### src/common/core_defines.svh
/* Opcode, ALU and selector encodings of the core.
   Only DMEM_WORDS may change; it must stay a power of two */
`ifndef CORE_DEFINES_SVH
`define CORE_DEFINES_SVH

`define REG_COUNT   8
`define DMEM_WORDS  256

// Major opcodes, instr[15:11]
`define OP_HALT   5'b00000
`define OP_NOP    5'b00001
`define OP_J      5'b00100
`define OP_JR     5'b00101
`define OP_JAL    5'b00110
`define OP_JALR   5'b00111
`define OP_ADDI   5'b01000
`define OP_SUBI   5'b01001
`define OP_XORI   5'b01010
`define OP_ANDNI  5'b01011
`define OP_BEQZ   5'b01100
`define OP_BNEZ   5'b01101
`define OP_BLTZ   5'b01110
`define OP_BGEZ   5'b01111
`define OP_ST     5'b10000
`define OP_LD     5'b10001
`define OP_SLBI   5'b10010
`define OP_ROLI   5'b10100
`define OP_SLLI   5'b10101
`define OP_RORI   5'b10110
`define OP_SRLI   5'b10111
`define OP_LBI    5'b11000
`define OP_SHFR   5'b11010   // ROL, SLL, ROR, SRL by funct
`define OP_ALUR   5'b11011   // ADD, SUB, XOR, ANDN by funct
`define OP_SEQ    5'b11100
`define OP_SLT    5'b11101
`define OP_SLE    5'b11110
`define OP_SCO    5'b11111

// ALU codes, grouped so the low two bits match opcode or funct
`define ALU_ADD   4'd0
`define ALU_SUB   4'd1
`define ALU_XOR   4'd2
`define ALU_ANDN  4'd3
`define ALU_ROL   4'd4
`define ALU_SLL   4'd5
`define ALU_ROR   4'd6
`define ALU_SRL   4'd7
`define ALU_SEQ   4'd8
`define ALU_SLT   4'd9
`define ALU_SLE   4'd10
`define ALU_SCO   4'd11
`define ALU_LBI   4'd12
`define ALU_SLBI  4'd13

// Next-PC, write index, write data and operand B selectors
`define PC_SEQ    2'd0
`define PC_BR     2'd1
`define PC_JMP    2'd2
`define PC_JREG   2'd3
`define DST_IRD   2'd0
`define DST_RRD   2'd1
`define DST_RS    2'd2
`define DST_R7    2'd3
`define SRC_PC2   2'd0
`define SRC_MEM   2'd1
`define SRC_ALU   2'd2
`define B_REG     2'd0
`define B_IMM5    2'd1
`define B_IMM8    2'd2

`endif

### src/common/wiscPkg.sv
/* Types shared by the core blocks.
   Field encodings come from core_defines.svh */
package wiscPkg;

    typedef logic [15:0] word_t;    // Data or byte address
    typedef logic [2:0]  regIdx_t;
    typedef logic [3:0]  aluOp_t;
    typedef logic [1:0]  pcSel_t;

    // Decoder output, one instruction per cycle
    typedef struct packed {
        logic        regWrt;
        logic [1:0]  regDst;       // I rd, R rd, rs or r7
        logic [1:0]  regSrc;       // PC+2, memory or ALU
        logic [1:0]  bSrc;         // Register, imm5 or imm8
        logic        zeroExt;
        logic        memWrt;
        logic        memRead;
        aluOp_t      aluOp;
        pcSel_t      pcSel;
        logic [1:0]  branchCond;   // EQZ, NEZ, LTZ, GEZ
        logic        halt;
        logic        err;
    } ctrl_t;

    // Register write seen at retirement
    typedef struct packed {
        logic    en;
        regIdx_t idx;
        word_t   data;
    } wb_t;

endpackage

### src/hw/control.sv
/* Combinational decoder of the major opcode and R-form funct bits.
   STU, BTR, SIIC and RTI fall to the illegal path */
`timescale 1ns/1ps
`include "core_defines.svh"

module control (
    input  wiscPkg::word_t instr,
    output wiscPkg::ctrl_t ctrl
);

    always_comb begin
        ctrl = '0;
        ctrl.regDst = `DST_IRD;
        ctrl.regSrc = `SRC_ALU;
        ctrl.bSrc = `B_REG;
        ctrl.aluOp = `ALU_ADD;
        ctrl.pcSel = `PC_SEQ;

        case (instr[15:11])
            `OP_HALT: ctrl.halt = 1'b1;
            `OP_NOP: ;
            `OP_ADDI, `OP_SUBI, `OP_XORI, `OP_ANDNI: begin
                ctrl.regWrt = 1'b1;
                ctrl.bSrc = `B_IMM5;
                ctrl.zeroExt = instr[12];                  // XORI and ANDNI
                ctrl.aluOp = {2'b00, instr[12:11]};
            end
            `OP_ROLI, `OP_SLLI, `OP_RORI, `OP_SRLI: begin
                ctrl.regWrt = 1'b1;
                ctrl.bSrc = `B_IMM5;
                ctrl.zeroExt = 1'b1;
                ctrl.aluOp = {2'b01, instr[12:11]};
            end
            `OP_ST: begin
                ctrl.memWrt = 1'b1;                        // Address is rs + imm5
                ctrl.bSrc = `B_IMM5;
            end
            `OP_LD: begin
                ctrl.regWrt = 1'b1;
                ctrl.memRead = 1'b1;
                ctrl.regSrc = `SRC_MEM;
                ctrl.bSrc = `B_IMM5;
            end
            `OP_LBI, `OP_SLBI: begin
                ctrl.regWrt = 1'b1;
                ctrl.regDst = `DST_RS;
                ctrl.bSrc = `B_IMM8;
                ctrl.zeroExt = ~instr[14];                 // SLBI takes a raw byte
                ctrl.aluOp = instr[14] ? `ALU_LBI : `ALU_SLBI;
            end
            `OP_ALUR, `OP_SHFR: begin
                ctrl.regWrt = 1'b1;
                ctrl.regDst = `DST_RRD;
                ctrl.aluOp = {1'b0, ~instr[11], instr[1:0]};
            end
            `OP_SEQ, `OP_SLT, `OP_SLE, `OP_SCO: begin
                ctrl.regWrt = 1'b1;
                ctrl.regDst = `DST_RRD;
                ctrl.aluOp = {2'b10, instr[12:11]};
            end
            `OP_BEQZ, `OP_BNEZ, `OP_BLTZ, `OP_BGEZ: begin
                ctrl.pcSel = `PC_BR;
                ctrl.branchCond = instr[12:11];
            end
            `OP_J: ctrl.pcSel = `PC_JMP;
            `OP_JR: ctrl.pcSel = `PC_JREG;
            `OP_JAL, `OP_JALR: begin
                ctrl.pcSel = instr[11] ? `PC_JREG : `PC_JMP;
                ctrl.regWrt = 1'b1;
                ctrl.regDst = `DST_R7;                     // Link register
                ctrl.regSrc = `SRC_PC2;
            end
            default: begin
                ctrl.err = 1'b1;
                ctrl.halt = 1'b1;
            end
        endcase
    end

endmodule

### config.mk
export PLATFORM = sky130hd
export DESIGN_NAME = control
export DESIGN_NICKNAME = d
export VERILOG_FILES = /design/src/common/wiscPkg.sv /design/src/hw/control.sv
export VERILOG_INCLUDE_DIRS = /design/src /design/src/common
export SDC_FILE = /design/constraint.sdc
export NUM_CORES = 1
export LEC_CHECK = 0
export BUFFER_PORTS_ARGS = -buffer_cell sky130_fd_sc_hd__buf_2
export CAP_MARGIN = 30
export CORE_AREA = 2 2 39 41
export DETAILED_ROUTE_END_ITERATION = 10
export DIE_AREA = 0 0 41 43
export PLACE_DENSITY = 0.77
export SLEW_MARGIN = 20
export SYNTH_ARGS = -nofsm -noshare
export SYNTH_HDL_FRONTEND = slang
export SYNTH_SLANG_ARGS = --single-unit
export TNS_END_PERCENT = 1
### constraint.sdc
create_clock -name vclk -period 1
set_input_delay 0.05 -clock vclk [all_inputs]
set_output_delay 0.05 -clock vclk [all_outputs]
set_load 0.05 [all_outputs]
-- Word level (Yosys, flattened, before mapping)
Index checks and enable logic that the tools add are counted.
- equality and inequality tests: 27
- multiplexer cells: 14
- bitwise logic cells: 2
- reduce and logical (&&, ||, !) cells: 13
- operators with widths (operator ; number):
    $eq A5 B5 Y1 const B ; 14
    $eq A5 B4 Y1 const B ; 8
    $reduce_or A28 Y1 ; 1
    $reduce_or A27 Y1 ; 1
    $eq A5 B3 Y1 const B ; 4
    $pmux W4 S5 ; 1
    $reduce_or A19 Y1 ; 1
    $reduce_or A4 Y1 ; 4
    $reduce_or A10 Y1 ; 1
    $pmux W2 S2 ; 2
    $pmux W2 S4 ; 1
    $mux W1 ; 7
    $pmux W2 S3 ; 1
    $reduce_or A2 Y1 ; 3
    $reduce_or A6 Y1 ; 1
    $eq A5 B1 Y1 const B ; 1
    $logic_not A5 Y1 ; 1
    $pmux W1 S3 ; 1
    $mux W2 ; 1
    $not A1 Y1 ; 2
- logic and storage cells: 56
- flip-flop bits (word level): 0
- output and inout bits: 20
- bits of input ports: 16

-- Depth between registers and ports, before layout
- word-level depth: 3
- mapped depth: 5
- mapped depth without buffers: 3

-- Worst setup path after synthesis
Ideal clock, no wire load.
- path type: input to output
- start: input port instr[14]
- end: output port ctrl[15] in the netlist's numbering
- path buffers: 3
- stages on the path: 4
- slack: -1.472 ns
- data arrival time: 2.422 ns
- required time: 0.950 ns
- cells stage by stage: buf_2 buf_2 nor4_1 buf_4
- RTL lines (what ; line ; text):
    from (decl) ; control.sv:7 ; input wiscPkg::word_t instr,
    to (decl) ; control.sv:8 ; output wiscPkg::ctrl_t ctrl

==> key figures <==
Setup path
  • Req. time, crit path: 0.95 ns
  • Crit path max fanout: 4
  • Worst Setup End Kind: output pin
  • Startpoint types: input pin
  • Crit path arrival time: 1.03 ns
  • Kind of critical path: in -> out

Synthesis
  • Syn_area_per_cell: between 5 and 6 um2
  • Dominant cell type by area after synthesis: nor2_1
  • Cell variety after synth: 24
  • Yosys warning count: 0
  • Post-Syn Area: 388 um2
  • Post-synth top cells: nor2_1, buf_2, nand2b_1, nand2_1, nor2b_1
  • Synth Net Count: between 80 and 90
  • Top-count cell post-synth: nor2_1
  • Main area contributors after synthesis: nor2_1, nand2b_1, nor2b_1
  • Share of the synthesized area in the top cell type: 0.116
  • Register area share after synthesis: 0
  • Cells after Synth: 68

Final layout
  • Register Area: 0 um2
  • Non-filler instance count after layout: 122
  • Layout overhead on the synthesized area: 103%
  • Fin nets: roughly 120
  • Antenna Cells: 0
  • Clkbuf count: 0
  • Layout cell share with drive strength beyond 1: 0.557
  • Seq_cells: 0
  • Util after Layout: 0.570
  • Post-route cell area: 788 um2

Global routing
  • Initial antenna violation count: 0
  • Largest net degree at the start of global routing: 14
  • Gr usage total: 0.174
  • First-pass GRT wire length: 2320 um
  • Global route overflow: 0
  • Number of global-route vias before repair: 539

Placed design
  • Placed inst area: 703 um2
  • HPWL Detailed: 1090 um
  • Post-Place Cells: between 100 and 150
  • PortBufs: 27
  • Routability cong.: 0.825

Route
  • Post-route ant nets: 0
  • DRC: 0
  • Detailed Route Iter0 Violations: 7
  • Vias: 606
  • Vias per cell: 4.97
  • DR WL/cell: between 10 and 15 um
  • Final wirelength: 1420 um
  • 1st-pass router iterations: 4

Timing
  • Final Max Tran Viols: 0
  • Final worst hold slack: 0.573 ns
  • Actual slew at the worst max-slew pin: 0.258 ns
  • Fin. Hold Viols: 0
  • Period utilization: 1.08
  • F_max: 922 MHz
  • Max-slew headroom: 0.829
  • Min Tclk post-route: roughly 1.1 ns
  • Final setup fails: 4
  • Setup ws final: -0.0850 ns
  • RSZ-0062 raised after global routing: true

Floorplan
  • Die area: 1760 um2
  • Io pins: 36
  • Die X: 41 um
  • Initial Util: 0.280
  • Die height: 43 um
  • Num rows: 14
  • Core Area: 1380 um2

Run status
  • Failing checks: setup timing
  • Status: finished with violations

Hold path
  • Hold Crit Depth: 4
  • Hold Crit Class: in -> out
  • Worst hold start: instr[14]
  • Hold EP: ctrl[1]

Power
  • PwrDens: around 600 nW/um2
  • Pleak: 0.000384 uW
  • IR drop worst, VDD: between 0.3 and 0.4 mV

Job
  • Max cap viols: 0

Clock tree
  • Hold buffer count at CTS: 0
  • Setup Buffers After CTS: 0
[timing repair]
item | CTS | global route
setup endpoints to repair | 12 | 14
pin swaps | 2 | 1
resized for setup | 16 | 11
gates cloned | 0 | 0
[stage by stage]
| stage | total power, uW | TNS [ns] | worst slack [ns] |
|---|---|---|---|
| CTS | 453 | -0.244 | -0.0883 |
| finish | 470 | -0.207 | -0.0850 |
| global route | 499 | -0.443 | -0.109 |
| detailed placement | 426 | -1.04 | -0.171 |
| global placement | 418 | -0.806 | -0.159 |
| floorplan | 317 | -2.58 | -0.317 |
[critical path, stage by stage]
cell      delay [ns]
buf_8           0.10
and2b_1         0.21
or3b_1          0.35
o211ai_1        0.10
buf_4           0.23
[where the power goes]
part / switching, uW / internal (uW) / leakage [uW] / total (uW)
clock network: 0 / 0 / 0 / 0
registers: 0 / 0 / 0 / 0
logic: 290 / 181 / 0.000384 / 470
[worst max-delay path by stage]
stage	startpoint	to	slack, ns	depth (start not counted)
finish	instr[11]	ctrl[6]	-0.08	5
detailed placement	instr[11]	ctrl[19]	-0.17	5
global route	instr[11]	ctrl[6]	-0.11	5
floorplan	instr[15]	ctrl[15]	-0.32	5
global placement	instr[11]	ctrl[6]	-0.16	5
CTS	instr[11]	ctrl[6]	-0.09	5
[layout by cell type, fill, tap and decap left out, types with 2 or more instances in the layout]
cell	synthesis	routed
buf_4	2	25
buf_2	7	14
nor2_1	12	12
buf_6	0	7
nor2b_1	6	5
nand2b_1	7	5
nand2_1	6	5
nor4_4	0	2
nand2b_4	0	2
o22ai_1	3	2
o21ai_1	2	2
nand3_1	2	2
a21oi_1	4	2
or3_1	2	2
a21oi_2	0	2
[kinds of logic (layout without fill, tap and decap cells)]
group | Yosys count | count (layout) | synth area share
xor+xnor | 1 | 1 | 0.0226
buf+inv | 9 | 47 | 0.129
compound gates | 16 | 16 | 0.277
simple gates | 42 | 42 | 0.571
[final cells by class]
| type | count | area, um2 |
|---|---|---|
| multi-input combinational | 59 | 417 |
| timing repair buffer | 47 | 352 |
| tap | 16 | 20.0 |
| fill | 140 | 596 |
[metal layers]
| layer | vias to the layer above | track usage | wire length (um) |
|---|---|---|---|
| li1 | 314 | - | - |
| met1 | 280 | 0.250 | 616 |
| met2 | 12 | 0.297 | 749 |
| met3 | 0 | 0 | 55 |
| met4 | 0 | 0 | 0 |
| met5 | - | 0 | 0 |
(Power assumes the default switching activity.)
