### src/common/core_defines.svh
/* Opcode, ALU and selector encodings of the core.
   Only DMEM_WORDS may change; it must stay a power of two */
`ifndef CORE_DEFINES_SVH
`define CORE_DEFINES_SVH

`define REG_COUNT   8
`define DMEM_WORDS  256

// Major opcodes, instr[15:11]
`define OP_HALT   5'b00000
`define OP_NOP    5'b00001
`define OP_J      5'b00100
`define OP_JR     5'b00101
`define OP_JAL    5'b00110
`define OP_JALR   5'b00111
`define OP_ADDI   5'b01000
`define OP_SUBI   5'b01001
`define OP_XORI   5'b01010
`define OP_ANDNI  5'b01011
`define OP_BEQZ   5'b01100
`define OP_BNEZ   5'b01101
`define OP_BLTZ   5'b01110
`define OP_BGEZ   5'b01111
`define OP_ST     5'b10000
`define OP_LD     5'b10001
`define OP_SLBI   5'b10010
`define OP_ROLI   5'b10100
`define OP_SLLI   5'b10101
`define OP_RORI   5'b10110
`define OP_SRLI   5'b10111
`define OP_LBI    5'b11000
`define OP_SHFR   5'b11010   // ROL, SLL, ROR, SRL by funct
`define OP_ALUR   5'b11011   // ADD, SUB, XOR, ANDN by funct
`define OP_SEQ    5'b11100
`define OP_SLT    5'b11101
`define OP_SLE    5'b11110
`define OP_SCO    5'b11111

// ALU codes, grouped so the low two bits match opcode or funct
`define ALU_ADD   4'd0
`define ALU_SUB   4'd1
`define ALU_XOR   4'd2
`define ALU_ANDN  4'd3
`define ALU_ROL   4'd4
`define ALU_SLL   4'd5
`define ALU_ROR   4'd6
`define ALU_SRL   4'd7
`define ALU_SEQ   4'd8
`define ALU_SLT   4'd9
`define ALU_SLE   4'd10
`define ALU_SCO   4'd11
`define ALU_LBI   4'd12
`define ALU_SLBI  4'd13

// Next-PC, write index, write data and operand B selectors
`define PC_SEQ    2'd0
`define PC_BR     2'd1
`define PC_JMP    2'd2
`define PC_JREG   2'd3
`define DST_IRD   2'd0
`define DST_RRD   2'd1
`define DST_RS    2'd2
`define DST_R7    2'd3
`define SRC_PC2   2'd0
`define SRC_MEM   2'd1
`define SRC_ALU   2'd2
`define B_REG     2'd0
`define B_IMM5    2'd1
`define B_IMM8    2'd2

`endif

### src/common/wiscPkg.sv
/* Types shared by the core blocks.
   Field encodings come from core_defines.svh */
package wiscPkg;

    typedef logic [15:0] word_t;    // Data or byte address
    typedef logic [2:0]  regIdx_t;
    typedef logic [3:0]  aluOp_t;
    typedef logic [1:0]  pcSel_t;

    // Decoder output, one instruction per cycle
    typedef struct packed {
        logic        regWrt;
        logic [1:0]  regDst;       // I rd, R rd, rs or r7
        logic [1:0]  regSrc;       // PC+2, memory or ALU
        logic [1:0]  bSrc;         // Register, imm5 or imm8
        logic        zeroExt;
        logic        memWrt;
        logic        memRead;
        aluOp_t      aluOp;
        pcSel_t      pcSel;
        logic [1:0]  branchCond;   // EQZ, NEZ, LTZ, GEZ
        logic        halt;
        logic        err;
    } ctrl_t;

    // Register write seen at retirement
    typedef struct packed {
        logic    en;
        regIdx_t idx;
        word_t   data;
    } wb_t;

endpackage

### src/hw/pcLogic.sv
/* PC register and next-PC choice. A halt request freezes the PC on the
   halting instruction, so the fetch address stays there until reset */
`timescale 1ns/1ps
`include "core_defines.svh"

module pcLogic (
    input  logic            clk,
    input  logic            arstN,
    input  wiscPkg::pcSel_t pcSel,
    input  logic [1:0]      branchCond,
    input  logic            zero,
    input  logic            neg,
    input  logic [10:0]     disp,
    input  logic [7:0]      imm,
    input  wiscPkg::word_t  rsData,
    input  logic            haltReq,
    output wiscPkg::word_t  pc,
    output wiscPkg::word_t  pcPlus2,
    output logic            halted
);
    import wiscPkg::*;

    word_t immExt;
    word_t dispExt;
    word_t nextPc;
    logic  taken;

    assign pcPlus2 = pc + 16'd2;
    assign immExt = {{8{imm[7]}}, imm};
    assign dispExt = {{5{disp[10]}}, disp};

    always_comb begin
        case (branchCond)
            2'b00:   taken = zero;
            2'b01:   taken = ~zero;
            2'b10:   taken = neg;
            default: taken = ~neg;
        endcase
        case (pcSel)
            `PC_BR:   nextPc = taken ? pcPlus2 + immExt : pcPlus2;
            `PC_JMP:  nextPc = pcPlus2 + dispExt;
            `PC_JREG: nextPc = rsData + immExt;
            default:  nextPc = pcPlus2;
        endcase
    end

    always_ff @(posedge clk or negedge arstN) begin
        if (!arstN) begin
            pc <= '0;
            halted <= 1'b0;
        end else if (!halted) begin
            halted <= haltReq;
            if (!haltReq) pc <= nextPc;
        end
    end

endmodule

### config.mk
export PLATFORM = sky130hd
export DESIGN_NAME = pcLogic
export DESIGN_NICKNAME = d
export VERILOG_FILES = /design/src/common/wiscPkg.sv /design/src/hw/pcLogic.sv
export VERILOG_INCLUDE_DIRS = /design/src /design/src/common
export SDC_FILE = /design/constraint.sdc
export NUM_CORES = 1
export LEC_CHECK = 0
export BUFFER_PORTS_ARGS = -buffer_cell sky130_fd_sc_hd__buf_2
export CAP_MARGIN = 5
export CORE_UTILIZATION = 56
export DETAILED_ROUTE_END_ITERATION = 6
export GPL_ROUTABILITY_DRIVEN = 0
export PLACE_DENSITY_LB_ADDON = 0.25
export SYNTH_ARGS = -nofsm -noshare
export SYNTH_HDL_FRONTEND = slang
export SYNTH_SLANG_ARGS = --single-unit
### constraint.sdc
create_clock -name clk -period 4 [get_ports clk]
set_input_delay 0.8 -clock clk [delete_from_list [all_inputs] [get_ports clk]]
set_output_delay 0.8 -clock clk [all_outputs]
set_load 0.01 [all_outputs]
* Yosys cells after proc, flatten, opt, wreduce, memory -nomap -nowiden
Index checks and enable logic that the tools add are counted.
** Cells by class
- Add/sub/neg operators :: 4
- $mul :: 0
- Div/mod/pow operators :: 0
- $lt $le $gt $ge :: 0
- Eq/ne operators :: 5
- Shifts and indexed selects :: 0
- Multiplexer cells :: 4
- Bitwise gates (word level) :: 4
- Reductions and logical operators :: 2
** Operator list (count)
- 16-bit adder :: 3
- 16-bit case mux with 3 select lines :: 1
- 16-bit by 2-bit adder with 16-bit output, second input constant :: 1
- 16-bit two-way mux :: 1
- 2-bit == test, second input constant :: 3
- 2-bit by 1-bit == test with 1-bit output, second input constant :: 2
- 1-bit NOT :: 4
- 1-bit case mux with 3 select lines :: 1
- 2-bit zero test :: 1
- 2-bit AND reduction :: 1
- 1-bit two-way mux :: 1
** Word-level totals
- Register bits :: 17
- Bits in latches :: 0
- Memory bits (writable) :: 0
- Memory bits (read-only) :: 0
- Output and inout port bits :: 33
- Logic and storage cells :: 21
- Memories kept :: 0

* Longest topological paths before layout
Gate-level depths: netlist of the first run.
- Word-level depth :: 4
- Mapped depth :: 15

* Worst setup path after synthesis of the first run
No wires, ideal clock.
- Kind :: register to register
- From :: register pc[1]
- To :: register pc[15]
- Setup time :: 126 ps
- Arrival :: 3449 ps
- Setup slack :: 425 ps
- Stages on the path, launching flop included :: 15
- Buffers on the path :: 1
- Clock period less this slack :: 3575 ps
- Path through :: dfrtp_1 > and3_1 > and3_1 > and4_4 > nand2_1 > xnor2_1 > ha_1 > clkbuf_1 > and3_1 > and3_1 > a211o_1 > a21oi_1 > xnor2_1 > mux2i_1 > a311o_1
** Between the ends
- Cells in the longest elaborated chain, start to end :: 4
- Elaborated cells between the ends (all ways) :: 5
** Ends and longest elaborated chain
- start, declared :: line pcLogic.sv:17 : output wiscPkg::word_t pc,
- start signal, assigned :: line pcLogic.sv:53 : if (!haltReq) pc <= nextPc;
- 16-bit by 2-bit adder with 16-bit output * :: line pcLogic.sv:28 : assign pcPlus2 = pc + 16'd2;
- named net pcPlus2[12] :: line pcLogic.sv:18 : output wiscPkg::word_t pcPlus2,
- 16-bit adder :: line pcLogic.sv:40 : `PC_BR: nextPc = taken ? pcPlus2 + immExt : pcPlus2;
- 16-bit two-way mux :: line pcLogic.sv:40
- 16-bit case mux with 3 select lines * :: line pcLogic.sv:39 : case (pcSel)
The timed path passes the listed nets; every way through them passes the cells marked *.
A chain may end at the register's enable or synchronous reset.

* Worst setup path after layout of the first run
- From :: register pc[1]
- To :: register pc[15]
** Between the ends
- Cells in the longest elaborated chain, start to end :: 4
- Elaborated cells between the ends (all ways) :: 5
** Ends and longest elaborated chain (line)
- 16-bit by 2-bit adder with 16-bit output * :: pcLogic.sv:28
- 16-bit adder :: pcLogic.sv:40
- 16-bit two-way mux :: pcLogic.sv:40
- 16-bit case mux with 3 select lines * :: pcLogic.sv:39
Mark *: on every way between the ends. The rest lies on a longest branch, timed or not.

==> out/metrics.yaml, run 1 <==
status: "complete, no violations"
synth_edf_count: 0
yosysTopAreaCellShare_pct: 16.78
ys_seq_area_share_pct: 12.40
cts.sinks: 17
yosysTopAreaCell: "ha_1"
min_period_ps: 3720
cp.required_ps: 4150
skew_ps: 5.090
cts_resized: 0
vdd_drop_max_uv: 201.6
worstSetupStartpointType: "flip-flop"
cp.arrival_ps: 3870
firstDrtPassIters: 6
post_cts_buffers: 0
p_leak_nw: 1.890
cts_tree: "yes"
die-area_um2: 6443
synth.area.top_cells: "ha_1 (17%), dfrtp_1 (12%), xnor2_1 (7.1%)"
maxCapViolations: 0
drt_iter0_markers: 265
grt_max_degree: 21
powerDensity_nw_per_um2: 367.9
multi_input_area_um2: 2874
die_width_um: 80.27
area_growth_pct: 14.81
synth-seq-cells: 17
gr-total-overflow: 0
syn_avg_cell_area_um2: 8.035
port_buffers: 76
wl_per_cell_um: 17.58
worstPathMaxFanout: 7
dp_hpwl_mm: 8.291
ant_nets: 0
diodes: 0
antenna_found_initial: 0
ys.flop_type: "dfrtp_1"
period_share_pct: 93.00
grt_pass1_vias: 3417
finalSetupViolCount: 0
seqCellArea_um2: 425.4
syn-num-nets: 520
final_common_cell: "buf_2"
grt.total_usage_pct: 32.34
yosysUniqueCellTypes: 68
rows: 28
layout-drive-gt1-share_pct: 21.27
initial_core_util_pct: 57.95
slew_viol_final: 0
fillCellCount: 532
timing_hold_violations_final: 0
cts_buffer_depth: 2
insertion_delay_ps: 260
cts_root_buf: "clkbuf_8"
max_slew_margin_pct: 20.86
via_count: 3704
drc: 0
fin_area_um2: 3939
nets: 597
hold_buffers: 0
hold_path.class: "in2async"
grt_first_pass_wirelength_mm: 16.00
ys_async_sr_fraction_pct: 100.0
core_area_um2: 5921
final_core_util_pct: 66.53
max_freq_mhz: 268.8
postSynthCellCount: 427
rsz0062_at_grt: "no"
chipHeight_um: 80.27
cts_made_buffers: 3
reg2reg_depth: 13
tns_ps: 0
synth_area_um2: 3431
finalPower_mw: 1.449
path_class: "reg2reg"
ios: 77
avgViaCountPerCell: 6.408
crit_path_end_kind: "flip-flop"
place_area_um2: 3894
path_clk_slew_ps: 70
worst_pin_slew_ps: 1187
final_cell_mix: "buf_2 (76), ha_1 (46), nand2_1 (36)"
totalWireLength_mm: 10.16
cts-htree-levels: 1
yosysWarnings: 0
[cells by family after synthesis]
family / synth area share [%]
flip-flops: 12.40
adder cells (fa/ha/maj): 18.53
AO/OA/AOI/OAI: 30.96
AND/OR/NAND/NOR: 19.29
XOR/XNOR: 12.25
buffers and inverters: 3.829
multiplexers: 2.735
[critical path, stage by stage, from the launching register on]
cell and delay [ps]:
dfrtp_1 490, ha_1 280, nand3_2 150, nor3_2 330
nand3_1 160, xnor2_1 370, ha_1 390, and3_1 200
and3_1 160, a211o_1 290, a21oi_1 180, xnor2_1 160
mux2i_1 110, a311o_1 360
[final timing paths]
path	startpoint	endpoint	slack [ps]
max reg2reg	pc[1]	pc[15]	280
min reg2reg	pc[2]	pc[2]	570
min in group clk	pc[2]	pc[2]	570
min	arstN	pc[12]	460
max	pc[1]	pc[15]	280
max in group asynchronous	arstN	pc[5]	3260
[per-stage QoR]
step                cells  hold slack [ps]  setup slack [ps]
floorplan             427            504.4             424.8
global placement      574            530.8             453.1
detailed placement    574            541.4             311.8
CTS                   578            473.6             294.9
global route          578            489.1             128.6
finish                578            456.9             280.2
[cell usage after synthesis (all sizes together), types with 7 or more instances]
cell and n:
nand2 36, nand2b 10, a31oi 9, xnor2 28, ha 46, dfrtp 17, nor2 21, a21o 18
and3 12, a211oi 9, o21ai 39, clkbuf 7, xor2 20, a21oi 32, nor3 11, nand3 9
nor2b 8, inv 16
[power breakdown]
group          leakage [nW]  switching (mW)  internal (mW)
sequential            0.207          0.0517          0.202
clock                0.0228          0.0626         0.0708
combinational          1.66           0.602          0.460
total                  1.89           0.716          0.733
[registers in the layout (all words and copies together) (netlist names)]
signal and cells:
halted 1, pc 16
[layout make-up]
| cell class | count | area share [%] |
|---|---|---|
| flip-flops and latches | 17 | 10.80 |
| multi-input cells | 382 | 72.97 |
| repair buffers | 84 | 11.18 |
| well taps | 75 | 2.382 |
| inverters | 16 | 1.525 |
| clock buffers | 4 | 1.144 |
[routing by layer]
metal  vias to the layer above  share of wire, %  global-route usage (%)
met5                         -                 0                       0
met4                         0               5.5                   17.32
met3                        47               7.1                   4.091
met2                       191                48                   55.90
met1                      1699                40                   38.67
li1                       1767                 -                       -
Power figures use the tool's default switching activity.
==> inputs of run 2 (changes only) <==
Settings changed: CELL_PAD_IN_SITES_DETAIL_PLACEMENT from default to 0, CELL_PAD_IN_SITES_GLOBAL_PLACEMENT from default to 1, CORE_UTILIZATION 56 to 41.
==> run 2 against run 1 <==
  * Highest routed layer unchanged
  * Worst setup slack better by 59 ps
  * First-iteration DRC count is 47% higher
  * Design area is 1.5% higher
  * Global-route usage is 6.4 points lower
==> out/metrics.yaml, run 2 (synthesized netlist as in run 1, its figures left out) <==
hold_buffers: 0
maxCapViolations: 0
largest_reg_flops: 16
critPathTopFamily: "compound AO/OA/AOI/OAI gates"
grt_pass1_vias: 3467
cp.required_ps: 4140
area_growth_pct: 16.48
chipHeight_um: 93.48
insertion_delay_ps: 260
worstPathMaxFanout: 6
die_width_um: 93.48
cp_slowest_cell: "dfrtp_1"
die-area_um2: 8738
worstSetupStartpointType: "flip-flop"
initial_core_util_pct: 43.28
final_cell_mix: "buf_2 (76), ha_1 (46), nand2_1 (36)"
ant_nets: 0
grt_max_degree: 21
timing_hold_violations_final: 0
powerDensity_nw_per_um2: 366.9
cts-htree-levels: 1
worst_pin_slew_ps: 704.8
cts_made_buffers: 3
cp.arrival_ps: 3800
tns_ps: 0
diodes: 0
rsz0062_at_grt: "no"
seqCellArea_um2: 425.4
regMostFlops: "pc"
period_share_pct: 91.52
hold_path.class: "in2async"
cts_root_buf: "clkbuf_8"
via_count: 3541
grt.total_usage_pct: 25.95
cts_buffer_depth: 2
final_core_util_pct: 50.41
vdd_drop_max_uv: 134.6
avgViaCountPerCell: 5.834
cts.sinks: 17
antenna_found_initial: 0
cts_tree: "yes"
core_area_um2: 7928
gr-total-overflow: 0
dp_hpwl_mm: 8.780
nets: 599
multi_input_area_um2: 2882
min_period_ps: 3661
cp_slowest_stage_delay_ps: 480
path_buf_inv: 0
drt_iter0_markers: 389
post_cts_buffers: 0
max_freq_mhz: 273.2
drc: 0
max_slew_margin_pct: 52.67
cts_resized: 0
fillCellCount: 809
finalSetupViolCount: 0
crit_path_end_kind: "flip-flop"
skew_ps: 6.114
slew_viol_final: 0
path_clk_slew_ps: 80
ios: 77
worst_path_most_repeated_cell: "and3_1"
wl_per_cell_um: 17.84
port_buffers: 76
grt_first_pass_wirelength_mm: 17.59
firstDrtPassIters: 7
final_common_cell: "buf_2"
totalWireLength_mm: 10.83
layout-drive-gt1-share_pct: 21.98
top_regs: "pc (16), halted (1)"
p_leak_nw: 1.909
crit_chain: "and3_1 -> and3_1 -> and3_1 -> xor2_1 -> ha_1 -> a21o_1 -> a221oi_2 -> o22ai_1 -> a211o_1 -> a21oi_1 -> xnor2_1 -> mux2i_1 -> a311o_1"
path_class: "reg2reg"
rows: 32
status: "complete, no violations"
==> run 2: cell type report <==
type	instances	area share [%]
Tap cell	102	3.193
Clock buffer	3	1.033
Clock inverter	1	0.1252
Inverter	16	1.503
Timing Repair Buffer	86	11.40
Sequential cell	17	10.64
Multi-Input combinational cell	382	72.10
==> run 2: report_power, final <==
part | internal [mW] | leakage (nW) | switching, mW
Combinational | 0.467 | 1.68 | 0.609
Sequential | 0.202 | 0.207 | 0.0515
Clock | 0.0693 | 0.0255 | 0.0676
Total | 0.738 | 1.91 | 0.728
==> run 2: metal layers <==
| metal | up-vias | routed length (µm) | GRT usage, % |
|---|---|---|---|
| met5 | - | 0 | 0 |
| li1 | 1777 | - | - |
| met3 | 10 | 749 | 2.033 |
| met1 | 1628 | 5087 | 36.94 |
| met4 | 0 | 152 | 6.667 |
| met2 | 126 | 4839 | 42.03 |
==> run 2: metrics by stage <==
stage	power [mW]	area, µm²	cells	hold slack [ps]	setup WS (ps)
after floorplan	1.002	3431	427	504.4	424.8
after global placement	1.301	3943	603	509.6	405.8
after detailed placement	1.312	3943	603	545.7	330.9
after CTS	1.460	3989	607	487.0	305.5
after global routing	1.597	3996	607	491.8	81.71
final	1.466	3996	607	482.7	339.4
==> run 2: worst paths after layout <==
path                            startpoint  endpoint  slack, ps  cells after the start
worst max register to register       pc[1]    pc[15]        340                     13
min in group clk                     pc[2]     pc[2]        570                      2
max in group asynchronous            arstN     pc[9]       3200                      1
worst min-delay path                 arstN     pc[8]        480                      1
worst max-delay path                 pc[1]    pc[15]        340                     13
worst min register to register       pc[2]     pc[2]        570                      2
