**src/common/core_defines.svh**
```systemverilog
/* Opcode, ALU and selector encodings of the core.
   Only DMEM_WORDS may change; it must stay a power of two */
`ifndef CORE_DEFINES_SVH
`define CORE_DEFINES_SVH

`define REG_COUNT   8
`define DMEM_WORDS  256

// Major opcodes, instr[15:11]
`define OP_HALT   5'b00000
`define OP_NOP    5'b00001
`define OP_J      5'b00100
`define OP_JR     5'b00101
`define OP_JAL    5'b00110
`define OP_JALR   5'b00111
`define OP_ADDI   5'b01000
`define OP_SUBI   5'b01001
`define OP_XORI   5'b01010
`define OP_ANDNI  5'b01011
`define OP_BEQZ   5'b01100
`define OP_BNEZ   5'b01101
`define OP_BLTZ   5'b01110
`define OP_BGEZ   5'b01111
`define OP_ST     5'b10000
`define OP_LD     5'b10001
`define OP_SLBI   5'b10010
`define OP_ROLI   5'b10100
`define OP_SLLI   5'b10101
`define OP_RORI   5'b10110
`define OP_SRLI   5'b10111
`define OP_LBI    5'b11000
`define OP_SHFR   5'b11010   // ROL, SLL, ROR, SRL by funct
`define OP_ALUR   5'b11011   // ADD, SUB, XOR, ANDN by funct
`define OP_SEQ    5'b11100
`define OP_SLT    5'b11101
`define OP_SLE    5'b11110
`define OP_SCO    5'b11111

// ALU codes, grouped so the low two bits match opcode or funct
`define ALU_ADD   4'd0
`define ALU_SUB   4'd1
`define ALU_XOR   4'd2
`define ALU_ANDN  4'd3
`define ALU_ROL   4'd4
`define ALU_SLL   4'd5
`define ALU_ROR   4'd6
`define ALU_SRL   4'd7
`define ALU_SEQ   4'd8
`define ALU_SLT   4'd9
`define ALU_SLE   4'd10
`define ALU_SCO   4'd11
`define ALU_LBI   4'd12
`define ALU_SLBI  4'd13

// Next-PC, write index, write data and operand B selectors
`define PC_SEQ    2'd0
`define PC_BR     2'd1
`define PC_JMP    2'd2
`define PC_JREG   2'd3
`define DST_IRD   2'd0
`define DST_RRD   2'd1
`define DST_RS    2'd2
`define DST_R7    2'd3
`define SRC_PC2   2'd0
`define SRC_MEM   2'd1
`define SRC_ALU   2'd2
`define B_REG     2'd0
`define B_IMM5    2'd1
`define B_IMM8    2'd2

`endif

```
**src/common/wiscPkg.sv**
```systemverilog
/* Types shared by the core blocks.
   Field encodings come from core_defines.svh */
package wiscPkg;

    typedef logic [15:0] word_t;    // Data or byte address
    typedef logic [2:0]  regIdx_t;
    typedef logic [3:0]  aluOp_t;
    typedef logic [1:0]  pcSel_t;

    // Decoder output, one instruction per cycle
    typedef struct packed {
        logic        regWrt;
        logic [1:0]  regDst;       // I rd, R rd, rs or r7
        logic [1:0]  regSrc;       // PC+2, memory or ALU
        logic [1:0]  bSrc;         // Register, imm5 or imm8
        logic        zeroExt;
        logic        memWrt;
        logic        memRead;
        aluOp_t      aluOp;
        pcSel_t      pcSel;
        logic [1:0]  branchCond;   // EQZ, NEZ, LTZ, GEZ
        logic        halt;
        logic        err;
    } ctrl_t;

    // Register write seen at retirement
    typedef struct packed {
        logic    en;
        regIdx_t idx;
        word_t   data;
    } wb_t;

endpackage

```
**src/hw/regFile.sv**
```systemverilog
/* Register file with two asynchronous reads and one write per edge.
   A read in the same cycle as a write sees the old value */
`timescale 1ns/1ps
`include "core_defines.svh"

module regFile (
    input  logic             clk,
    input  logic             arstN,
    input  wiscPkg::regIdx_t rsIdx,
    input  wiscPkg::regIdx_t rtIdx,
    input  wiscPkg::regIdx_t wrIdx,
    input  logic             wrEn,
    input  wiscPkg::word_t   wrData,
    output wiscPkg::word_t   rsData,
    output wiscPkg::word_t   rtData
);
    import wiscPkg::*;

    word_t regs [`REG_COUNT];

    always_ff @(posedge clk or negedge arstN) begin
        if (!arstN) begin
            for (int i = 0; i < `REG_COUNT; i++) begin
                regs[i] <= '0;
            end
        end else if (wrEn) begin
            regs[wrIdx] <= wrData;
        end
    end

    assign rsData = regs[rsIdx];
    assign rtData = regs[rtIdx];

endmodule

```
**config.mk**
```make
export PLATFORM = sky130hd
export DESIGN_NAME = regFile
export DESIGN_NICKNAME = d
export VERILOG_FILES = /design/src/common/wiscPkg.sv /design/src/hw/regFile.sv
export VERILOG_INCLUDE_DIRS = /design/src /design/src/common
export SDC_FILE = /design/constraint.sdc
export NUM_CORES = 1
export LEC_CHECK = 0
export BUFFER_PORTS_ARGS = -buffer_cell sky130_fd_sc_hd__buf_4
export CORE_ASPECT_RATIO = 0.7
export CORE_MARGIN = 2
export CORE_UTILIZATION = 50
export CTS_BUF_LIST = sky130_fd_sc_hd__clkbuf_2
export CTS_CLUSTER_DIAMETER = 200
export DETAILED_ROUTE_END_ITERATION = 8
export PLACE_DENSITY = 0.73
export SLEW_MARGIN = 10
export SYNTH_ARGS = -nofsm -noshare
export SYNTH_HDL_FRONTEND = slang
export SYNTH_SLANG_ARGS = --single-unit
export TNS_END_PERCENT = 100
```
**constraint.sdc**
```tcl
create_clock -name clk -period 1.1 [get_ports clk]
set_input_delay 0.055 -clock clk [delete_from_list [all_inputs] [get_ports clk]]
set_output_delay 0.055 -clock clk [all_outputs]
set_load 0.03 [all_outputs]
```
Word-level counts from Yosys, hierarchy flattened:

Cells that the tools add are included.
Widths: inputs -> output; s select.

* $lt $le $gt $ge: 4
* mux-type cells: 9
* bitwise operators: 3
* reductions and logical operators: 1

Operators by type and width (number)
* $bwmux 128: 1
* $bmux 16 s3: 2
* $mux 16: 5
* $demux 16 s3: 1
* $ge 4x4->1 const B: 3
* $not 3->4: 3
* $lt 4x1->1 const B: 1
* $logic_and 1x1->1: 1

* register bits: 128
* output and inout port bits: 32
* logic and storage cells: 25

Logic depth before layout (Yosys ltp):

Gate-level depths: netlist of the first run.

* word-level depth: 6
* depth in mapped cells: 5
* mapped depth without buffers: 2

Worst setup path before layout of the first run:

No wires, ideal clock.

* path type: input-to-reg
* start point: in wrIdx[1]
* end point: reg regs[112] (netlist bit)
* setup time: 0.125 ns
* data arrival time: 1.158 ns
* slack: -0.183 ns
* stages: 4
* path buffers: 2
* path through: buf_4 -> nor4b_4 -> buf_6 -> mux2_2

* word-level cells in the longest chain between the ends: 6
* elaborated cells on any way between the ends: 7
* classes of those cells: order compare (2); mux (3); bitwise (1); reduce/logical (1)

RTL lines
* from (decl): RTL line regFile.sv:11 `input wiscPkg::regIdx_t wrIdx,`
* $not 3->4 (implied by the code) *: RTL line regFile.sv:27 `regs[wrIdx] <= wrData;`
* $ge 4x4->1 (implied by the code) or $lt 4x1->1 (tied branches): RTL line regFile.sv:27
* $logic_and 1x1->1 (implied by the code): RTL line regFile.sv:27
* $mux 16 (implied by the code): RTL line regFile.sv:27
* $demux 16 s3 *: RTL line regFile.sv:27
* $bwmux 128 *: RTL line regFile.sv:27
* to (signal, indexed assignment): RTL line regFile.sv:27
* to (decl): RTL line regFile.sv:19 `` word_t regs [`REG_COUNT]; ``

Every way passes the cells marked *; elsewhere a longest branch is shown, timed or not.
A chain may end at the register's enable or synchronous reset.

Worst setup path in the final report of the first run:

* start point: reg regs[60] (netlist bit)
* end point: out rtData[12]

* word-level cells in the longest chain between the ends: 3

RTL lines
* $bmux 16 s3: RTL line regFile.sv:32 `assign rtData = regs[rtIdx];`
* $mux 16 (implied by the code) (2 in series): RTL line regFile.sv:32
* to (decl): RTL line regFile.sv:15 `output wiscPkg::word_t rtData`

No other way between the ends. The select of a mux whose other input is x is not followed.

==> impl_metrics.py, run 1 <==
metrics = {
    "run_status": {
        "status": "complete, but fails checks",
        "violations": "negative hold slack, negative setup slack",
    },
    "setup_path": {
        "critPathKind": "flop to output port",
        "crit_chain": "mux4_2 -> mux2_4 -> buf_6",
        "cp_slowest_cell": "mux4_2",
        "start_kind": "flop",
        "ff2ff_path_depth": 3,
        "cp.arrival_ns": 2.03,
        "r2r-start": "regs[57]$_DFFE_PN0P_",
        "slowest_delay_ns": 0.47,
        "r2r_slack_ns": 0.06,
        "end_kind": "output port",
        "cp_max_fo": 3,
        "r2r_end": "regs[57]$_DFFE_PN0P_",
        "required_ns": 1.04,
        "critPathTopFamily": "multiplexers",
        "cp.buffers_inverters": 1,
    },
    "timing": {
        "final_max_slew_viol_count": 0,
        "max_slew_margin_pct": 68.33,
        "hold_violations": 2,
        "hold_slack_ns": -0.01046,
        "fin_crit_sh_pct": 189.5,
        "setup_violations": 43,
        "setup_slack_ns": -0.9841,
        "layout_min_cycle_time_ns": 2.084,
        "fin_skew_ns": 0,
        "worstMarginPinSlew_ns": 0.4750,
        "rsz0062_at_grt": "true",
        "clock.fmax_mhz": 479.8,
    },
    "clock_network": {
        "cts_num_sinks": 128,
        "cts_tree": "done",
        "cts_max_level": 4,
        "cts.clk_slew.worst_paths_ns": 0.19,
        "ctsHoldBuffers": 20,
        "cts_buffers": 17,
        "clk_path_buf_depth": 2,
        "root_buffer": "clkbuf_2",
        "clock_latency_ns": 0.65,
    },
    "layout": {
        "fin_nets": 561,
        "n_antenna_cell": 0,
        "fin_area_um2": 8920,
        "drive_above_1_share_pct": 72.27,
        "largest_register": "regs",
        "reg_top3": "regs x128",
        "area_growth_pct": 27.42,
        "largest_reg_flops": 128,
    },
    "global_routing": {
        "grt_usage_pct": 23.27,
        "antenna_found_initial": 0,
        "grt-ovfl-total": 0,
        "grt_pass1_wl_um": 25670,
        "grt_max_degree": 30,
        "grt_pass1_vias": 4555,
    },
    "synthesis": {
        "yosys.area_share.simple_pct": 1.626,
        "synth_top_family_by_area": "multiplexers",
        "yosys_warnings": 0,
        "ys_ff_latch": 128,
        "syn_area_um2": 7000,
        "synthAdderAreaFrac_pct": 0,
        "syn_area_per_cell_um2": 17.81,
        "synthMuxAreaShare_pct": 49.33,
        "syn_inst": 393,
        "synth_nets": 421,
        "synth_xor_area_share_pct": 0,
        "synth-compound-area-share_pct": 0,
        "ys_types": 15,
        "seq_area_frac_synth_pct": 45.76,
    },
    "place": {
        "place_area_um2": 8213,
        "io_buffers": 59,
        "dp_hpwl_um": 10790,
        "place_congestion": 0.7837,
    },
    "power": {
        "vdd_drop_max_mv": 0.8138,
        "p_total_mw": 14.79,
        "p_per_area_nw_per_um2": 1658,
        "p_leak_nw": 3.927,
    },
    "route": {
        "drt.antenna.violating_nets": 0,
        "detail_route.iter0.violations": 246,
        "wl_um": 16610,
        "vias": 4175,
        "vias_per_cell": 5.711,
        "drc_errors": 0,
        "dr.pass1.iters": 4,
        "wl_per_cell_um": 22.72,
    },
    "floorplan": {
        "dieArea_um2": 14980,
        "initial_core_util_pct": 50.79,
        "die_h_um": 103,
        "coreArea_um2": 13780,
        "io_pins": 60,
        "die_w_um": 145.4,
        "fp-row-count": 36,
    },
    "worst_hold_path": {
        "hold_path.class": "primary input to flop",
        "holdPathEnd": "regs[60]$_DFFE_PN0P_",
        "min-delay-start": "wrIdx[0]",
        "holdPathStages": 4,
    },
    "run": {
        "cap_viol_max_count": 0,
    },
}
[placed cells by master (no fill, tap or decap), drive strengths merged]
cell,instances
clkinv,5
nand4b,3
buf,132
dlygate4sd3,19
clkbuf,20
bufinv,2
mux4,64
dlymetal6s4s,1
nand4,1
and4bb,1
nor4bb,2
clkinvlp,2
nor4b,1
mux2,160
dfrtp,128
[through the flow]
step           setup slack [ns]  hold WS (ns)  util, %  instances  TNS [ns]
2_1_floorplan           -0.1643       -0.2406        -        393    -6.832
3_3_place_gp            -0.3102       0.05076    59.59        663    -20.32
3_5_place_dp            -0.3260       0.04170    59.59        663    -22.36
4_1_cts                  -1.024      -0.05139    63.73        719    -31.87
5_1_grt                  -1.095      -0.07373    64.72        731    -33.94
6_report                -0.9841      -0.01046    64.72        731    -30.57
[cells in the mapped netlist, drive strengths merged]
| master | number | area share, % |
|---|---|---|
| mux2 | 160 | 26 |
| dfrtp | 128 | 46 |
| mux4 | 64 | 24 |
| buf | 28 | 3.0 |
| clkbuf | 5 | 0.30 |
| nand4b | 3 | 0.64 |
| nor4bb | 2 | 0.29 |
| and4bb | 1 | 0.18 |
| nand4 | 1 | 0.18 |
| nor4b | 1 | 0.34 |
[layer usage]
layer	up-vias	GRT usage, %	share of wire (%)
li1	1825	-	-
met1	2219	31.12	43
met2	117	38.72	49
met3	14	4.779	6.0
met4	0	8.446	1.3
met5	-	0	0
[layout make-up]
type                            count  area (um^2)
Clock buffer                       18        90.09
Clock inverter                      9        97.59
Fill cell                        1010         4863
Multi-Input combinational cell    232         3620
Sequential cell                   128         3203
Tap cell                          190        237.7
Timing Repair Buffer              154         1672
[kinds of logic after synthesis]
family                 after synthesis
and+or+nand+nor                      8
buffers and inverters               33
muxes                              224
DFF                                128
[report_power, final]
part / switching [mW] / internal, mW / leakage [nW] / total (mW)
clock: 1.64 / 0.959 / 0.118 / 2.60
combinational: 2.11 / 3.54 / 2.27 / 5.65
sequential: 0.796 / 5.74 / 1.54 / 6.53
total: 4.55 / 10.2 / 3.93 / 14.8
[repair_timing]
| action | 4_1_cts | 5_1_grt |
|---|---|---|
| endpoints found under the hold margin | 256 | 15 |
| cloned | 0 | 2 |
| pin swaps | 0 | 2 |
| setup endpoints to repair | 32 | 42 |
| buffers inserted | 9 | 10 |
| resized for setup | 37 | 3 |
[worst min-delay path, stage by stage]
cell,delay (ns)
buf_4,0.15
nor4bb_4,0.07
buf_12,0.17
mux2_4,0.20
[worst max path at each step]
stage	slack, ns	cells after the start	from	end
after CTS	-1.02	3	regs[38]$_DFFE_PN0P_	rsData[6]
after detailed placement	-0.33	5	rtIdx[0]	rtData[9]
after floorplan	-0.16	4	wrIdx[1]	regs[112]$_DFFE_PN0P_
after global routing	-1.09	3	regs[60]$_DFFE_PN0P_	rtData[12]
after global placement	-0.31	5	rtIdx[0]	rtData[5]
final	-0.98	3	regs[60]$_DFFE_PN0P_	rtData[12]
Power figures use the tool's default switching activity.
==> run 2: changes to the inputs <==
Settings changed: REMOVE_ABC_BUFFERS set to 1.
==> impl_metrics.py, run 2 (synthesis results as in run 1) <==
metrics = {
    "setup_path": {
        "required_ns": 1.04,
        "critPathKind": "flop to output port",
        "r2r_slack_ns": 0.09,
        "start_kind": "flop",
        "cp.arrival_ns": 2.02,
        "cp_max_fo": 3,
        "end_kind": "output port",
    },
    "global_routing": {
        "antenna_found_initial": 0,
        "grt-ovfl-total": 0,
        "grt_usage_pct": 23.94,
        "grt_pass1_vias": 4578,
        "grt_pass1_wl_um": 26670,
        "grt_max_degree": 42,
    },
    "route": {
        "detail_route.iter0.violations": 327,
        "vias": 4269,
        "wl_per_cell_um": 23.58,
        "wl_um": 16810,
        "vias_per_cell": 5.987,
        "dr.pass1.iters": 4,
        "drc_errors": 0,
        "drt.antenna.violating_nets": 0,
    },
    "power": {
        "p_per_area_nw_per_um2": 1711,
        "power.share.combinational_pct": 35.4,
        "swShare_pct": 32.05,
        "p_total_mw": 14.64,
        "p_seq_share_pct": 44.8,
        "p_sw_mw": 4.693,
        "p_leak_nw": 3.695,
        "internal_power_mw": 9.948,
        "clkPwrFrac_pct": 19.8,
        "vdd_drop_max_mv": 0.9443,
    },
    "clock_network": {
        "clk_path_buf_depth": 2,
        "cts_num_sinks": 128,
        "root_buffer": "clkbuf_2",
        "cts_buffers": 17,
        "cts_tree": "done",
        "cts_max_level": 4,
        "cts.clk_slew.worst_paths_ns": 0.22,
        "clock_latency_ns": 0.65,
    },
    "place": {
        "place_congestion": 0.7822,
        "dp_hpwl_um": 10430,
        "place_area_um2": 7959,
        "io_buffers": 59,
    },
    "floorplan": {
        "fp-row-count": 36,
        "coreArea_um2": 13780,
        "dieArea_um2": 14980,
        "initial_core_util_pct": 50.79,
        "die_w_um": 145.4,
        "die_h_um": 103,
        "io_pins": 60,
    },
    "layout": {
        "n_antenna_cell": 0,
        "final_util_pct": 62.07,
        "drive_above_1_share_pct": 69.98,
        "final_common_cell": "mux2_2",
        "area_growth_pct": 22.22,
        "fin_nets": 538,
        "fin_area_um2": 8556,
        "largest_reg_flops": 128,
        "reg_top3": "regs x128",
        "fillCellCount": 1064,
        "largest_register": "regs",
        "layout_common_cells": "129 x mux2_2, 128 x dfrtp_1, 61 x mux4_2",
    },
    "timing": {
        "fin_skew_ns": 0,
        "worstMarginPinSlew_ns": 0.7427,
        "layout_min_cycle_time_ns": 2.073,
        "final_max_slew_viol_count": 0,
        "setup_slack_ns": -0.9731,
        "setup_violations": 59,
        "rsz0062_at_grt": "true",
        "fin_crit_sh_pct": 188.5,
        "clock.fmax_mhz": 482.4,
        "fin_tns_setup_ns": -30.98,
        "max_slew_margin_pct": 50.32,
        "hold_violations": 0,
    },
    "run_status": {
        "status": "complete, but fails checks",
        "violations": "negative setup slack",
    },
    "worst_hold_path": {
        "hold_path.class": "primary input to flop",
    },
    "run": {
        "cap_viol_max_count": 0,
    },
}
==> run 2: cell type report <==
cell class / instances / area, um^2 / share of cell area [%]
Clock buffer: 18 / 90.09 / 1.053
Clock inverter: 14 / 141.4 / 1.653
Multi-Input combinational cell: 232 / 3515 / 41.08
Sequential cell: 128 / 3203 / 37.44
Tap cell: 190 / 237.7 / 2.779
Timing Repair Buffer: 131 / 1369 / 16.00
==> run 2: power by group through the flow <==
| stage | Sequential [mW] | Combinational [mW] | Clock, mW |
|---|---|---|---|
| CTS | 6.51 | 5.17 | 2.97 |
| detailed placement | 6.55 | 4.43 | 0 |
| global route | 6.69 | 5.48 | 3.21 |
| global placement | 6.44 | 4.32 | 0 |
| finish | 6.56 | 5.19 | 2.89 |
| floorplan | 6.24 | 3.06 | 0 |
==> run 2: layer usage <==
layer / GRT usage [%] / up-vias / part of all wire (%)
met4: 6.109 / 0 / 0.84
met5: 0 / - / 0
met2: 39.37 / 145 / 49
li1: - / 1797 / -
met3: 5.664 / 11 / 5.1
met1: 32.92 / 2316 / 45
==> run 2: worst max-delay path, cell delays in order (launching register included) <==
cell and delay (ns):
dfrtp_1 0.45, mux4_2 0.47, mux2_4 0.29, buf_6 0.14
==> run 2: path summary, 6_finish.rpt <==
check / startpoint / cells past startpoint / endpoint
setup reg to reg: regs[57]$_DFFE_PN0P_ / 3 / regs[57]$_DFFE_PN0P_
hold / removal: wrIdx[2] / 5 / regs[37]$_DFFE_PN0P_
min in group asynchronous: arstN / 3 / regs[4]$_DFFE_PN0P_
hold reg to reg: regs[102]$_DFFE_PN0P_ / 1 / regs[102]$_DFFE_PN0P_
setup / recovery: regs[58]$_DFFE_PN0P_ / 3 / rsData[10]
max in group asynchronous: arstN / 4 / regs[26]$_DFFE_PN0P_
==> run 2: through the flow <==
step,instances,hold slack (ns),worst slack [ns]
final,713,0.1206,-0.9731
after global routing,713,0.02701,-1.131
after CTS,710,0.004499,-1.050
after detailed placement,646,-0.03303,-0.3849
after global placement,646,-0.03644,-0.3516
after floorplan,360,-0.2406,-1.155
==> run 2: repair_timing <==
action,4_1_cts,5_1_grt
hold buffers,24,1
pin swaps,0,0
endpoints found under the hold margin,256,10
buffers inserted,8,2
resized for setup,109,8
endpoints found under the setup margin,32,64
